--- src/hw/walkie_audio_config.svh ---
`ifndef WALKIE_AUDIO_CONFIG_SVH
`define WALKIE_AUDIO_CONFIG_SVH

// Audio sample width in bits
`define SAMPLE_W 8

// hwclk cycles per half period of i2sclk and spiclk
`define I2S_DIV 4
`define SPI_DIV 2

// Echo ring depth in samples, one SRAM word per slot
`define DELAY_SAMPLES 4
`define DELAY_BASE 32'h3000_0000

// Wishbone bus widths
`define WB_ADDR_W 32
`define WB_DATA_W 32

`endif

--- src/hw/walkie_audio_pkg.sv ---
package walkie_audio_pkg;

  typedef enum logic [1:0] {
    CLEAN  = 2'd0,  // Straight through
    CRUSH  = 2'd1,  // Low nibble dropped
    ECHO   = 2'd2,  // Average with delayed sample
    INVERT = 2'd3   // Mirror around full scale
  } effect_e;

  typedef enum logic [1:0] {
    EXEC_IDLE,      // Waiting for a new sample
    EXEC_WAIT_MEM,  // Delay line busy
    EXEC_EMIT       // Byte strobe cycle
  } exec_state_e;

  typedef enum logic [1:0] {
    WB_IDLE,
    WB_READ,   // Fetch of the old sample
    WB_WRITE   // Store of the new one
  } wb_state_e;

  typedef enum logic [1:0] {
    SPI_IDLE,
    SPI_SHIFT,  // cs low, clocking bits
    SPI_DONE    // Release cs
  } spi_state_e;

endpackage

--- src/hw/audio_bus_if.sv ---
`timescale 1ns/1ps
`include "walkie_audio_config.svh"

interface audio_bus_if ();

  logic [`SAMPLE_W-1:0]       sample;        // Last mic word
  logic                       sample_valid;  // One-cycle pulse per frame
  walkie_audio_pkg::effect_e  effect;        // Selected effect
  logic                       transmit;      // PTT held and not muted
  logic [1:0]                 vol_shift;     // Right shift amount

  modport capture (
    output sample, sample_valid
  );

  modport decode (
    output effect, transmit, vol_shift
  );

  modport execute (
    input sample, sample_valid, effect, transmit, vol_shift
  );

endinterface

--- src/hw/delay_mem_if.sv ---
`timescale 1ns/1ps
`include "walkie_audio_config.svh"

interface delay_mem_if ();

  logic                  req;         // Pulse, one store/fetch pair
  logic [`SAMPLE_W-1:0]  store_data;  // New sample to write
  logic [`SAMPLE_W-1:0]  fetch_data;  // Sample from DELAY_SAMPLES ago
  logic                  done;        // Pulse, pair finished

  modport requester (
    output req, store_data,
    input  fetch_data, done
  );

  modport memory (
    input  req, store_data,
    output fetch_data, done
  );

endinterface

--- src/hw/i2s_capture.sv ---
`timescale 1ns/1ps
`include "walkie_audio_config.svh"

module i2s_capture (
  input  logic         hwclk,
  input  logic         arst_n,
  input  logic         adc_serial_in,  // Serial data from mic
  output logic         i2sclk,         // Bit clock to mic
  output logic         ws_adc,         // Word select to mic
  audio_bus_if.capture bus
);

  localparam int DIV_W = (`I2S_DIV > 1) ? $clog2(`I2S_DIV) : 1;
  localparam int BIT_W = $clog2(2 * `SAMPLE_W);  // Slots per frame, both halves

  logic [DIV_W-1:0]     div_cnt;   // Half period counter
  logic [BIT_W-1:0]     bit_cnt;   // Slot within frame
  logic [`SAMPLE_W-1:0] shreg;     // Collected bits, MSB first
  logic                 i2s_tick;  // i2sclk about to toggle
  logic                 i2s_rise;
  logic                 i2s_fall;
  logic                 last_bit;  // Final slot of the low half

  assign i2s_tick = (div_cnt == DIV_W'(`I2S_DIV - 1));
  assign i2s_rise = i2s_tick && !i2sclk;
  assign i2s_fall = i2s_tick && i2sclk;
  assign last_bit = (bit_cnt[BIT_W-2:0] == (BIT_W-1)'(`SAMPLE_W - 1));
  assign ws_adc   = bit_cnt[BIT_W-1];  // Low half carries the word
  assign bus.sample = shreg;           // Held until next frame's first bit

  always_ff @(posedge hwclk or negedge arst_n) begin
    if (!arst_n) begin
      div_cnt          <= '0;
      i2sclk           <= 1'b0;
      bit_cnt          <= '0;
      bus.sample_valid <= 1'b0;
    end else begin
      // Valid in the cycle after the 8th rising edge
      bus.sample_valid <= i2s_rise && !ws_adc && last_bit;
      if (i2s_tick) begin
        div_cnt <= '0;
        i2sclk  <= !i2sclk;
      end else begin
        div_cnt <= div_cnt + 1'b1;
      end
      if (i2s_fall) begin
        bit_cnt <= bit_cnt + 1'b1;  // ws moves on falling edge
      end
    end
  end

  always_ff @(posedge hwclk) begin
    if (i2s_rise && !ws_adc) begin
      shreg <= {shreg[`SAMPLE_W-2:0], adc_serial_in};  // Sample on rising edge
    end
  end

endmodule

--- src/hw/control_decode.sv ---
`timescale 1ns/1ps

module control_decode (
  input  logic       hwclk,
  input  logic       arst_n,
  input  logic [3:0] pbs,  // 0 next effect, 1 mute, 2 PTT, 3 clean
  input  logic [1:0] vol,  // Volume shift select
  audio_bus_if.decode bus
);

  logic [5:0]                sync_a;    // First stage, {vol, pbs}
  logic [5:0]                sync_b;    // Second stage
  logic [3:0]                btn_prev;  // For edge detect
  logic [3:0]                press;     // Rising edges
  logic                      mute;
  logic                      mute_next;
  walkie_audio_pkg::effect_e effect;

  assign press         = sync_b[3:0] & ~btn_prev;
  assign mute_next     = mute ^ press[1];  // Toggle per press
  assign bus.effect    = effect;

  always_ff @(posedge hwclk or negedge arst_n) begin
    if (!arst_n) begin
      sync_a        <= '0;
      sync_b        <= '0;
      btn_prev      <= '0;
      mute          <= 1'b0;
      effect        <= walkie_audio_pkg::CLEAN;
      bus.transmit  <= 1'b0;
      bus.vol_shift <= '0;
    end else begin
      sync_a   <= {vol, pbs};
      sync_b   <= sync_a;
      btn_prev <= sync_b[3:0];
      mute     <= mute_next;
      // Uses next mute so a mute press lands on the same cycle
      bus.transmit  <= sync_b[2] && !mute_next;
      bus.vol_shift <= sync_b[5:4];
      if (press[3]) begin
        effect <= walkie_audio_pkg::CLEAN;  // Reset button wins
      end else if (press[0]) begin
        case (effect)
          walkie_audio_pkg::CLEAN:  effect <= walkie_audio_pkg::CRUSH;
          walkie_audio_pkg::CRUSH:  effect <= walkie_audio_pkg::ECHO;
          walkie_audio_pkg::ECHO:   effect <= walkie_audio_pkg::INVERT;
          default:                  effect <= walkie_audio_pkg::CLEAN;
        endcase
      end
    end
  end

endmodule

--- src/hw/effect_execute.sv ---
`timescale 1ns/1ps
`include "walkie_audio_config.svh"

module effect_execute (
  input  logic                 hwclk,
  input  logic                 arst_n,
  audio_bus_if.execute         bus,
  delay_mem_if.requester       mem,
  output logic [`SAMPLE_W-1:0] tx_byte,   // Byte for the radio
  output logic                 tx_strobe  // Pulse, byte ready
);

  walkie_audio_pkg::exec_state_e state;
  walkie_audio_pkg::effect_e     effect_q;    // Settings frozen per sample
  logic [`SAMPLE_W-1:0]          sample_q;
  logic                          transmit_q;
  logic [1:0]                    vol_q;
  logic [`SAMPLE_W:0]            echo_sum;    // One extra bit for carry
  logic [`SAMPLE_W-1:0]          fx;          // Effect output before volume
  logic                          take;        // Accept a new sample

  assign take           = (state == walkie_audio_pkg::EXEC_IDLE) && bus.sample_valid;
  assign mem.store_data = sample_q;
  assign echo_sum       = {1'b0, sample_q} + {1'b0, mem.fetch_data};

  always_comb begin
    case (effect_q)
      walkie_audio_pkg::CLEAN:  fx = sample_q;
      walkie_audio_pkg::CRUSH:  fx = {sample_q[`SAMPLE_W-1:4], 4'b0000};
      walkie_audio_pkg::ECHO:   fx = echo_sum[`SAMPLE_W:1];  // Floor of average
      walkie_audio_pkg::INVERT: fx = ~sample_q;              // Same as full scale minus x
      default:                  fx = sample_q;
    endcase
  end

  always_ff @(posedge hwclk or negedge arst_n) begin
    if (!arst_n) begin
      state     <= walkie_audio_pkg::EXEC_IDLE;
      mem.req   <= 1'b0;
      tx_strobe <= 1'b0;
    end else begin
      mem.req   <= 1'b0;
      tx_strobe <= 1'b0;
      case (state)
        walkie_audio_pkg::EXEC_IDLE: begin
          if (bus.sample_valid) begin
            mem.req <= 1'b1;  // One cycle after sample_valid
            state   <= walkie_audio_pkg::EXEC_WAIT_MEM;
          end
        end
        walkie_audio_pkg::EXEC_WAIT_MEM: begin
          if (mem.done) begin
            tx_strobe <= transmit_q;  // Store always, send only on PTT
            state     <= walkie_audio_pkg::EXEC_EMIT;
          end
        end
        walkie_audio_pkg::EXEC_EMIT: begin
          state <= walkie_audio_pkg::EXEC_IDLE;  // Strobe is high this cycle
        end
        default: state <= walkie_audio_pkg::EXEC_IDLE;
      endcase
    end
  end

  always_ff @(posedge hwclk) begin
    if (take) begin
      sample_q   <= bus.sample;
      effect_q   <= bus.effect;
      transmit_q <= bus.transmit;
      vol_q      <= bus.vol_shift;
    end
    if ((state == walkie_audio_pkg::EXEC_WAIT_MEM) && mem.done) begin
      tx_byte <= fx >> vol_q;  // fetch_data valid with done
    end
  end

endmodule

--- src/hw/delay_line_wb.sv ---
`timescale 1ns/1ps
`include "walkie_audio_config.svh"

module delay_line_wb (
  input  logic                  hwclk,
  input  logic                  arst_n,
  delay_mem_if.memory           mem,
  input  logic [`WB_DATA_W-1:0] wdati,  // Read data from SRAM
  input  logic                  wack,
  output logic [`WB_ADDR_W-1:0] wadr,
  output logic [3:0]            wsel,
  output logic                  wwe,
  output logic                  wstb,
  output logic                  wcyc,
  output logic [`WB_DATA_W-1:0] wdato
);

  localparam int PTR_W = (`DELAY_SAMPLES > 1) ? $clog2(`DELAY_SAMPLES) : 1;

  walkie_audio_pkg::wb_state_e state;
  logic [PTR_W-1:0]            ptr;       // Oldest slot, also next to write
  logic [PTR_W-1:0]            ptr_next;

  assign ptr_next = (ptr == PTR_W'(`DELAY_SAMPLES - 1)) ? '0 : ptr + 1'b1;
  assign wadr     = `DELAY_BASE + `WB_ADDR_W'({ptr, 2'b00});  // Word per slot
  assign wsel     = 4'b0001;                                  // Low byte lane only
  assign wdato    = `WB_DATA_W'(mem.store_data);

  always_ff @(posedge hwclk or negedge arst_n) begin
    if (!arst_n) begin
      state    <= walkie_audio_pkg::WB_IDLE;
      ptr      <= '0;
      wcyc     <= 1'b0;
      wstb     <= 1'b0;
      wwe      <= 1'b0;
      mem.done <= 1'b0;
    end else begin
      mem.done <= 1'b0;
      case (state)
        walkie_audio_pkg::WB_IDLE: begin
          if (mem.req) begin
            wcyc  <= 1'b1;  // Read cycle starts
            wstb  <= 1'b1;
            wwe   <= 1'b0;
            state <= walkie_audio_pkg::WB_READ;
          end
        end
        walkie_audio_pkg::WB_READ: begin
          if (wack) begin
            wcyc  <= 1'b0;  // One idle cycle between accesses
            wstb  <= 1'b0;
            state <= walkie_audio_pkg::WB_WRITE;
          end
        end
        walkie_audio_pkg::WB_WRITE: begin
          if (!wcyc) begin
            wcyc <= 1'b1;  // Write to the same slot
            wstb <= 1'b1;
            wwe  <= 1'b1;
          end else if (wack) begin
            wcyc     <= 1'b0;
            wstb     <= 1'b0;
            wwe      <= 1'b0;
            ptr      <= ptr_next;
            mem.done <= 1'b1;
            state    <= walkie_audio_pkg::WB_IDLE;
          end
        end
        default: state <= walkie_audio_pkg::WB_IDLE;
      endcase
    end
  end

  // Old sample, held for execute after done
  always_ff @(posedge hwclk) begin
    if ((state == walkie_audio_pkg::WB_READ) && wack) begin
      mem.fetch_data <= wdati[`SAMPLE_W-1:0];
    end
  end

endmodule

--- src/hw/esp_spi_result.sv ---
`timescale 1ns/1ps
`include "walkie_audio_config.svh"

module esp_spi_result (
  input  logic                 hwclk,
  input  logic                 arst_n,
  input  logic [`SAMPLE_W-1:0] tx_byte,
  input  logic                 tx_strobe,  // Ignored while busy
  output logic                 cs,         // Active low to ESP32
  output logic                 spiclk,
  output logic                 mosi
);

  localparam int DIV_W = (`SPI_DIV > 1) ? $clog2(`SPI_DIV) : 1;
  localparam int BIT_W = $clog2(`SAMPLE_W);

  walkie_audio_pkg::spi_state_e state;
  logic [DIV_W-1:0]             div_cnt;   // Half period counter
  logic [BIT_W-1:0]             bit_cnt;   // Bits sent so far
  logic [`SAMPLE_W-1:0]         shreg;     // MSB drives mosi
  logic                         spi_tick;  // spiclk about to toggle

  assign spi_tick = (div_cnt == DIV_W'(`SPI_DIV - 1));
  assign mosi     = shreg[`SAMPLE_W-1];

  always_ff @(posedge hwclk or negedge arst_n) begin
    if (!arst_n) begin
      state   <= walkie_audio_pkg::SPI_IDLE;
      div_cnt <= '0;
      bit_cnt <= '0;
      shreg   <= '0;
      cs      <= 1'b1;
      spiclk  <= 1'b0;
    end else begin
      case (state)
        walkie_audio_pkg::SPI_IDLE: begin
          if (tx_strobe) begin
            shreg   <= tx_byte;  // MSB out before first rising edge
            cs      <= 1'b0;
            div_cnt <= '0;
            bit_cnt <= '0;
            state   <= walkie_audio_pkg::SPI_SHIFT;
          end
        end
        walkie_audio_pkg::SPI_SHIFT: begin
          div_cnt <= spi_tick ? '0 : div_cnt + 1'b1;
          if (spi_tick) begin
            spiclk <= !spiclk;
            if (spiclk) begin  // Falling edge, next bit out
              shreg   <= shreg << 1;
              bit_cnt <= bit_cnt + 1'b1;
              if (bit_cnt == BIT_W'(`SAMPLE_W - 1)) begin
                state <= walkie_audio_pkg::SPI_DONE;
              end
            end
          end
        end
        walkie_audio_pkg::SPI_DONE: begin
          cs    <= 1'b1;
          state <= walkie_audio_pkg::SPI_IDLE;
        end
        default: state <= walkie_audio_pkg::SPI_IDLE;
      endcase
    end
  end

endmodule

--- src/hw/walkie_audio_top.sv ---
`timescale 1ns/1ps
`include "walkie_audio_config.svh"

module walkie_audio_top (
  input  logic                  hwclk,
  input  logic                  arst_n,
  input  logic                  adc_serial_in,  // From mic
  input  logic [3:0]            pbs,            // Push buttons
  input  logic [1:0]            vol,            // Volume switches
  input  logic [`WB_DATA_W-1:0] wdati,
  input  logic                  wack,
  output logic                  i2sclk,         // To mic
  output logic                  ws_adc,         // To mic
  output logic                  cs,             // To ESP32
  output logic                  spiclk,         // To ESP32
  output logic                  mosi,           // To ESP32
  output logic [`WB_ADDR_W-1:0] wadr,
  output logic [3:0]            wsel,
  output logic                  wwe,
  output logic                  wstb,
  output logic                  wcyc,
  output logic [`WB_DATA_W-1:0] wdato
);

  logic [`SAMPLE_W-1:0] tx_byte;    // Execute to SPI
  logic                 tx_strobe;

  audio_bus_if abus ();
  delay_mem_if dmem ();

  i2s_capture u_capture (
    .hwclk(hwclk), .arst_n(arst_n), .adc_serial_in(adc_serial_in),
    .i2sclk(i2sclk), .ws_adc(ws_adc), .bus(abus)
  );

  control_decode u_decode (
    .hwclk(hwclk), .arst_n(arst_n), .pbs(pbs), .vol(vol), .bus(abus)
  );

  effect_execute u_execute (
    .hwclk(hwclk), .arst_n(arst_n), .bus(abus), .mem(dmem),
    .tx_byte(tx_byte), .tx_strobe(tx_strobe)
  );

  delay_line_wb u_delay (
    .hwclk(hwclk), .arst_n(arst_n), .mem(dmem),
    .wdati(wdati), .wack(wack), .wadr(wadr), .wsel(wsel),
    .wwe(wwe), .wstb(wstb), .wcyc(wcyc), .wdato(wdato)
  );

  esp_spi_result u_result (
    .hwclk(hwclk), .arst_n(arst_n), .tx_byte(tx_byte), .tx_strobe(tx_strobe),
    .cs(cs), .spiclk(spiclk), .mosi(mosi)
  );

endmodule

--- config.mk ---
export PLATFORM = sky130hd
export DESIGN_NAME = walkie_audio_top
export DESIGN_NICKNAME = d
export VERILOG_FILES = /design/src/hw/walkie_audio_pkg.sv /design/src/hw/audio_bus_if.sv /design/src/hw/delay_mem_if.sv /design/src/hw/i2s_capture.sv /design/src/hw/control_decode.sv /design/src/hw/effect_execute.sv /design/src/hw/delay_line_wb.sv /design/src/hw/esp_spi_result.sv /design/src/hw/walkie_audio_top.sv
export VERILOG_INCLUDE_DIRS = /design/src /design/src/hw
export SDC_FILE = /design/constraint.sdc
export NUM_CORES = 1
export LEC_CHECK = 0
export ABC_AREA = 1
export BUFFER_PORTS_ARGS = -buffer_cell sky130_fd_sc_hd__buf_2
export CORE_ASPECT_RATIO = 1.75
export CORE_MARGIN = 10
export CORE_UTILIZATION = 30
export DETAILED_ROUTE_END_ITERATION = 16
export PLACE_DENSITY = 0.64
export SLEW_MARGIN = 10
export SYNTH_ARGS = -nofsm -noshare
export SYNTH_HDL_FRONTEND = slang
export SYNTH_HIERARCHICAL = 1
export SYNTH_SLANG_ARGS = --single-unit
--- constraint.sdc ---
create_clock -name hwclk -period 1.7 [get_ports hwclk]
set_input_delay 0.17 -clock hwclk [delete_from_list [all_inputs] [get_ports hwclk]]
set_output_delay 0.17 -clock hwclk [all_outputs]
set_load 0.01 [all_outputs]
Word level (Yosys, flattened, before mapping)
Index checks and enable logic that the tools add are counted.
{"block": "totals", "reg_bits": 95, "in_bits": 42, "elab_cells": 152, "output_inout_bits": 76}
{"block": "classes", "n_eq_ne": 25, "n_reduce_logical": 33, "shift": 1, "n_bitwise": 4, "add_sub_neg": 7, "mux": 49}
{"cell": "$pmux W8 S4", "count": 1}
{"cell": "$add A30 B4 Y31 const A", "count": 1}
{"cell": "$mux W2", "count": 14}
{"cell": "$mux W8", "count": 3}
{"cell": "$mux W1", "count": 17}
{"cell": "$pmux W8 S2", "count": 1}
{"cell": "$eq A2 B2 Y1 const B", "count": 7}
{"cell": "$pmux W2 S3", "count": 2}
{"cell": "$reduce_and A4 Y1", "count": 3}
{"cell": "$eq A2 B1 Y1 const B", "count": 5}
{"cell": "$logic_not A2 Y1", "count": 5}
{"cell": "$ne A2 B1 Y1 const B", "count": 5}
{"cell": "$ne A2 B2 Y1 const B", "count": 5}
{"cell": "$reduce_and A2 Y1", "count": 5}
{"cell": "$add A8 B8 Y9", "count": 1}
{"cell": "$mux W3", "count": 3}
{"cell": "$reduce_and A3 Y1", "count": 3}
{"cell": "$logic_and A1 B1 Y1", "count": 8}
{"cell": "$not A8 Y8", "count": 1}
{"cell": "$pmux W2 S2", "count": 2}
{"cell": "$reduce_bool A2 Y1", "count": 4}
{"cell": "$shr A8 B2 Y8", "count": 1}
{"cell": "$eq A3 B3 Y1 const B", "count": 2}
{"cell": "$pmux W1 S2", "count": 3}
{"cell": "12 further kinds", "count": 17}

Logic depth before layout (Yosys ltp)
{"block": "logic_depth", "ltp_word": 5, "depth_mapped": 13, "mapped_depth_nobuf": 13}

By module
Netlist, hierarchy kept.
{"mod": "effect_execute", "n_inst": 1, "area_each_um2": 1441.4, "cells_each": 168}
{"mod": "delay_line_wb", "n_inst": 1, "area_each_um2": 1262.5, "cells_each": 140}
{"mod": "esp_spi_result", "n_inst": 1, "area_each_um2": 834.6, "cells_each": 111}
{"mod": "control_decode", "n_inst": 1, "area_each_um2": 651.9, "cells_each": 47}
{"mod": "i2s_capture", "n_inst": 1, "area_each_um2": 594.3, "cells_each": 44}

Worst setup path after synthesis
OpenSTA, ideal clock, no wires.
{"block": "synth_timing", "kind": "register to register", "from": "reg u_execute.sample_q[1] (netlist: u_execute/mem.store_data[1])", "to": "reg u_execute.tx_byte[2] (data pin)", "t_arrival_ps": 1527, "path_buffers": 0, "stages_incl_launch_ff": 13, "path_slack_ps": -80, "path_cell_list": "edfxtp_1 -> inv_1 -> fa_1 -> inv_1 -> nand3_1 -> nand2_1 -> nand2_1 -> nand2_1 -> nand2_1 -> nand3_1 -> nand3_1 -> nand3_1 -> nand2_1"}
{"block": "synth_between", "elab_chain_cells": 3}
{"item": "start, declared", "line": "effect_execute.sv:15", "text": "logic [`SAMPLE_W-1:0] sample_q;"}
{"item": "start signal, assigned", "line": "effect_execute.sv:67", "text": "sample_q <= bus.sample;"}
{"item": "$add A8 B8 Y9 / $not A8 Y8 (equally long branches)", "line": "effect_execute.sv:24, effect_execute.sv:31"}
{"item": "$pmux W8 S4 (*)", "line": "effect_execute.sv:27", "text": "case (effect_q)"}
{"item": "$shr A8 B2 Y8 (*)", "line": "effect_execute.sv:73", "text": "tx_byte <= fx >> vol_q;"}
{"item": "end signal, assigned", "line": "effect_execute.sv:73"}
{"item": "end, declared", "line": "effect_execute.sv:9", "text": "output logic [`SAMPLE_W-1:0] tx_byte,"}
Every way passes the cells marked *; elsewhere a longest branch is shown, timed or not.
A chain may end at the register's enable or synchronous reset.

Worst setup path in the final report
{"block": "layout_timing", "from": "reg u_execute.sample_q[2] (netlist: u_execute/mem.store_data[2])", "to": "reg u_execute.tx_byte[3] (data pin)"}
Same word-level chain as after synthesis.

==> results.cfg <==
[global_route]
grt.total_usage_pct = 8.67
grt_pass1_wl_um = 15000
antenna_found_initial = 0
grt_overflow = 0
grt_pass1_vias = 3262
grt_start_max_net_pins = 58

[cts]
cts_tree = built
htreeDepth = 3
worstSkewPairLatency_ns = 0.34
path_clk_slew_ns = 0.07
cts_sinks = 94
clock_path_buffers = 2
numCtsBuffers = 9
root_buffer = clkbuf_16

[layout]
final_common_cell = nand2_1
area_growth_pct = 18.5
multiInputGateArea_um2 = 1880
n_antenna_cell = 0
design_area_um2 = 5670
seq_area_um2 = 2540
finalNetCount = 643
final_cell_mix = 137 x nand2_1, 58 x conb_1, 56 x dfrtp_1, 47 x inv_1, 37 x edfxtp_1
drive_gt1_share_pct = 24.0
nFillCells = 1536

[route]
routed_via_density = 4.18
vias = 3225
ant_nets = 0
drcViolationCount = 0
wirelength_um = 8990
dr.pass1.iters = 4
avgRoutedWirePerCell_um = 11.6
drt_iter0_drc = 115

[setup_path]
cp-end-kind = flop
worstPathArrival_ns = 1.91
reg2reg_depth = 9
crit_family = simple AND/OR/NAND/NOR gates
crit_path_max_fanout = 4
reg2reg_from = u_execute/mem.store_data[2]
r2r_setup_slack_ns = -0.12
timing.rr.end = u_execute/tx_byte[3]
path_class = reg2reg
cp_slowest_stage_delay_ns = 0.45
critPathSlowestCell = edfxtp_1
cp_common_cell = nand3_2
critPathBufInv = 0
cp_data_required_time_ns = 1.80
worstSetupStartpointType = flop
cp_cell_sequence = ha_4 > a21oi_2 > nand2_4 > nand2_2 > nand3_1 > nand3_2 > nand4_1 > nand3_2 > nand2_1

[synthesis]
synth.avg_cell_area_um2 = 9.38
netlist_area_um2 = 4780
post_synth_num_cell_types = 32
ys_ff_latch = 94
synth_cells = 510
synth_warnings = 6
synth_edf_count = 37
yosysSeqAreaShare_pct = 53.1
synthFlopType = dfrtp_1
synth-async-reset-ratio_pct = 60.6

[min_path]
hp-class = in2reg
hold_depth = 1
hp-start = wdati[0]
hold_end = u_delay/mem.fetch_data[0]

[floorplanning]
initial_core_util_pct = 30.3
dieHeight_um = 187
io_pins = 118
die_area_um2 = 21600
core-area_um2 = 15800
die_x_um = 115
fp-row-count = 61

[run_status]
violations = setup timing
outcome = finished with violations

[timing]
timing.final.crit_share_pct = 107
finalHoldViolCount = 0
grt_setup_unrepaired = yes
max_freq_mhz = 551
skew_ns = 0.00748
timing.final.ws_setup_ns = -0.116
slew_viol_final = 0
setup_viol_count_final = 8
layout_min_cycle_time_ns = 1.82
final.setup.tns_ns = -0.572

[pwr]
total_power_w = 0.00457
p_switching_w = 0.00102
cellPowerDensity_nw_per_um2 = 806
clkPwrFrac_pct = 43.2
peakVddDrop_mv = 0.609
internal_power_w = 0.00355
leakagePower_nw = 2.77
p_sw_share_pct = 22.4
seqPwrFrac_pct = 52.6
power_frac_comb_pct = 4.2

[placement]
place.gp.congestion = 0.840
place_area_um2 = 5060
numPortBuffers = 35
dp_hpwl_um = 6980

[job]
cap_violations = 0
[per-layer routing]
layer  GRT usage [%]  up-vias  routed length (um)
li1                -     1638                   -
met1            8.22     1500                3260
met2            16.0       67                5120
met3            2.02       20                 314
met4            5.48        0                 293
met5               0        -                   0
[flip-flops by register name (all words and copies together) (netlist names), 3 cells and up]
register	cells
u_result/bit_cnt	3
u_capture/bit_cnt	4
u_execute/tx_byte	8
u_decode/btn_prev	3
u_decode/sync_b	6
u_result/shreg	8
u_execute/mem.store_data	8
u_capture/bus.sample	8
u_decode/sync_a	6
u_delay/mem.fetch_data	8
[Yosys cell counts, types with 2 or more instances]
master,instances,area share (%)
nand2_1,147,12
buf_4,67,11
dfrtp_1,56,29
inv_1,52,4.1
edfxtp_1,37,23
nand3_1,35,3.7
ha_1,22,5.8
nor2_1,15,1.2
o21ai_0,14,1.5
a21oi_1,12,1.3
nand2_2,6,0.78
nand4_1,6,0.78
inv_2,5,0.39
nor2_2,5,0.65
or2_2,4,0.52
buf_2,3,0.31
nand3b_1,3,0.47
a31oi_1,2,0.26
buf_6,2,0.47
conb_1,2,0.16
nand3_2,2,0.42
o22ai_1,2,0.26
xor2_1,2,0.37
[cell families after synthesis]
kind of cell / count (synthesis) / synth area share [%]
flops: 94 / 53.1
compound gates: 32 / 3.50
other cells: 2 / 0.157
fa+ha+maj: 23 / 6.17
xor+xnor: 2 / 0.366
simple gates: 227 / 20.9
buf+inv: 130 / 15.8
[power groups by stage]
stage               Sequential, W  Clock [W]  Combinational (W)
finish                    0.00240    0.00197           0.000191
global route              0.00241    0.00214           0.000223
CTS                       0.00241    0.00204           0.000187
detailed placement        0.00245          0           0.000167
global placement          0.00245          0           0.000163
floorplan                 0.00245          0           0.000200
[layout make-up]
type | instances | area share (%)
well taps | 189 | 4.17
clock buffers | 10 | 4.41
inverters | 58 | 3.84
flip-flops and latches | 94 | 44.8
clock inverters | 6 | 0.816
multi-input cells | 342 | 33.1
repair buffers | 73 | 8.87
[worst register-to-register path: stages (launching register included)]
cell and delay [ns]:
edfxtp_1 0.45, ha_4 0.30, a21oi_2 0.19, nand2_4 0.09
nand2_2 0.08, nand3_1 0.08, nand3_2 0.09, nand4_1 0.14
nand3_2 0.12, nand2_1 0.05
[how the worst max path moves through the flow]
| stage | slack [ns] | cells after the start | end | start |
|---|---|---|---|---|
| global route | -0.24 | 11 | u_execute/tx_byte[3] | u_execute/mem.store_data[1] |
| floorplan | 0.001 | 12 | u_execute/tx_byte[4] | u_execute/mem.store_data[1] |
| CTS | -0.11 | 12 | u_execute/tx_byte[3] | u_execute/mem.store_data[2] |
| finish | -0.12 | 9 | u_execute/tx_byte[3] | u_execute/mem.store_data[2] |
| global placement | -0.12 | 12 | u_execute/tx_byte[2] | u_execute/mem.store_data[1] |
| detailed placement | -0.15 | 12 | u_execute/tx_byte[3] | u_execute/mem.store_data[1] |
[metrics by stage]
step                      utilization (%)  worst slack [ns]  hold slack [ns]  instances
after floorplan                         -           0.00107           -0.126        566
after global placement               32.1            -0.124            0.210        739
final                                35.9            -0.116           0.0154        772
after CTS                            35.3            -0.114          0.00109        768
after detailed placement             32.1            -0.152            0.201        739
after global routing                 35.9            -0.237          0.00538        772
[repair_timing]
action | in CTS | in global routing
hold endpoints to repair | 66 | 1
pin swaps | 9 | 14
setup buffers | 2 | 3
endpoints found under the setup margin | 8 | 8
hold buffers | 11 | 1
resized for setup | 24 | 13
Note: power is estimated with default switching activity, not from simulation.
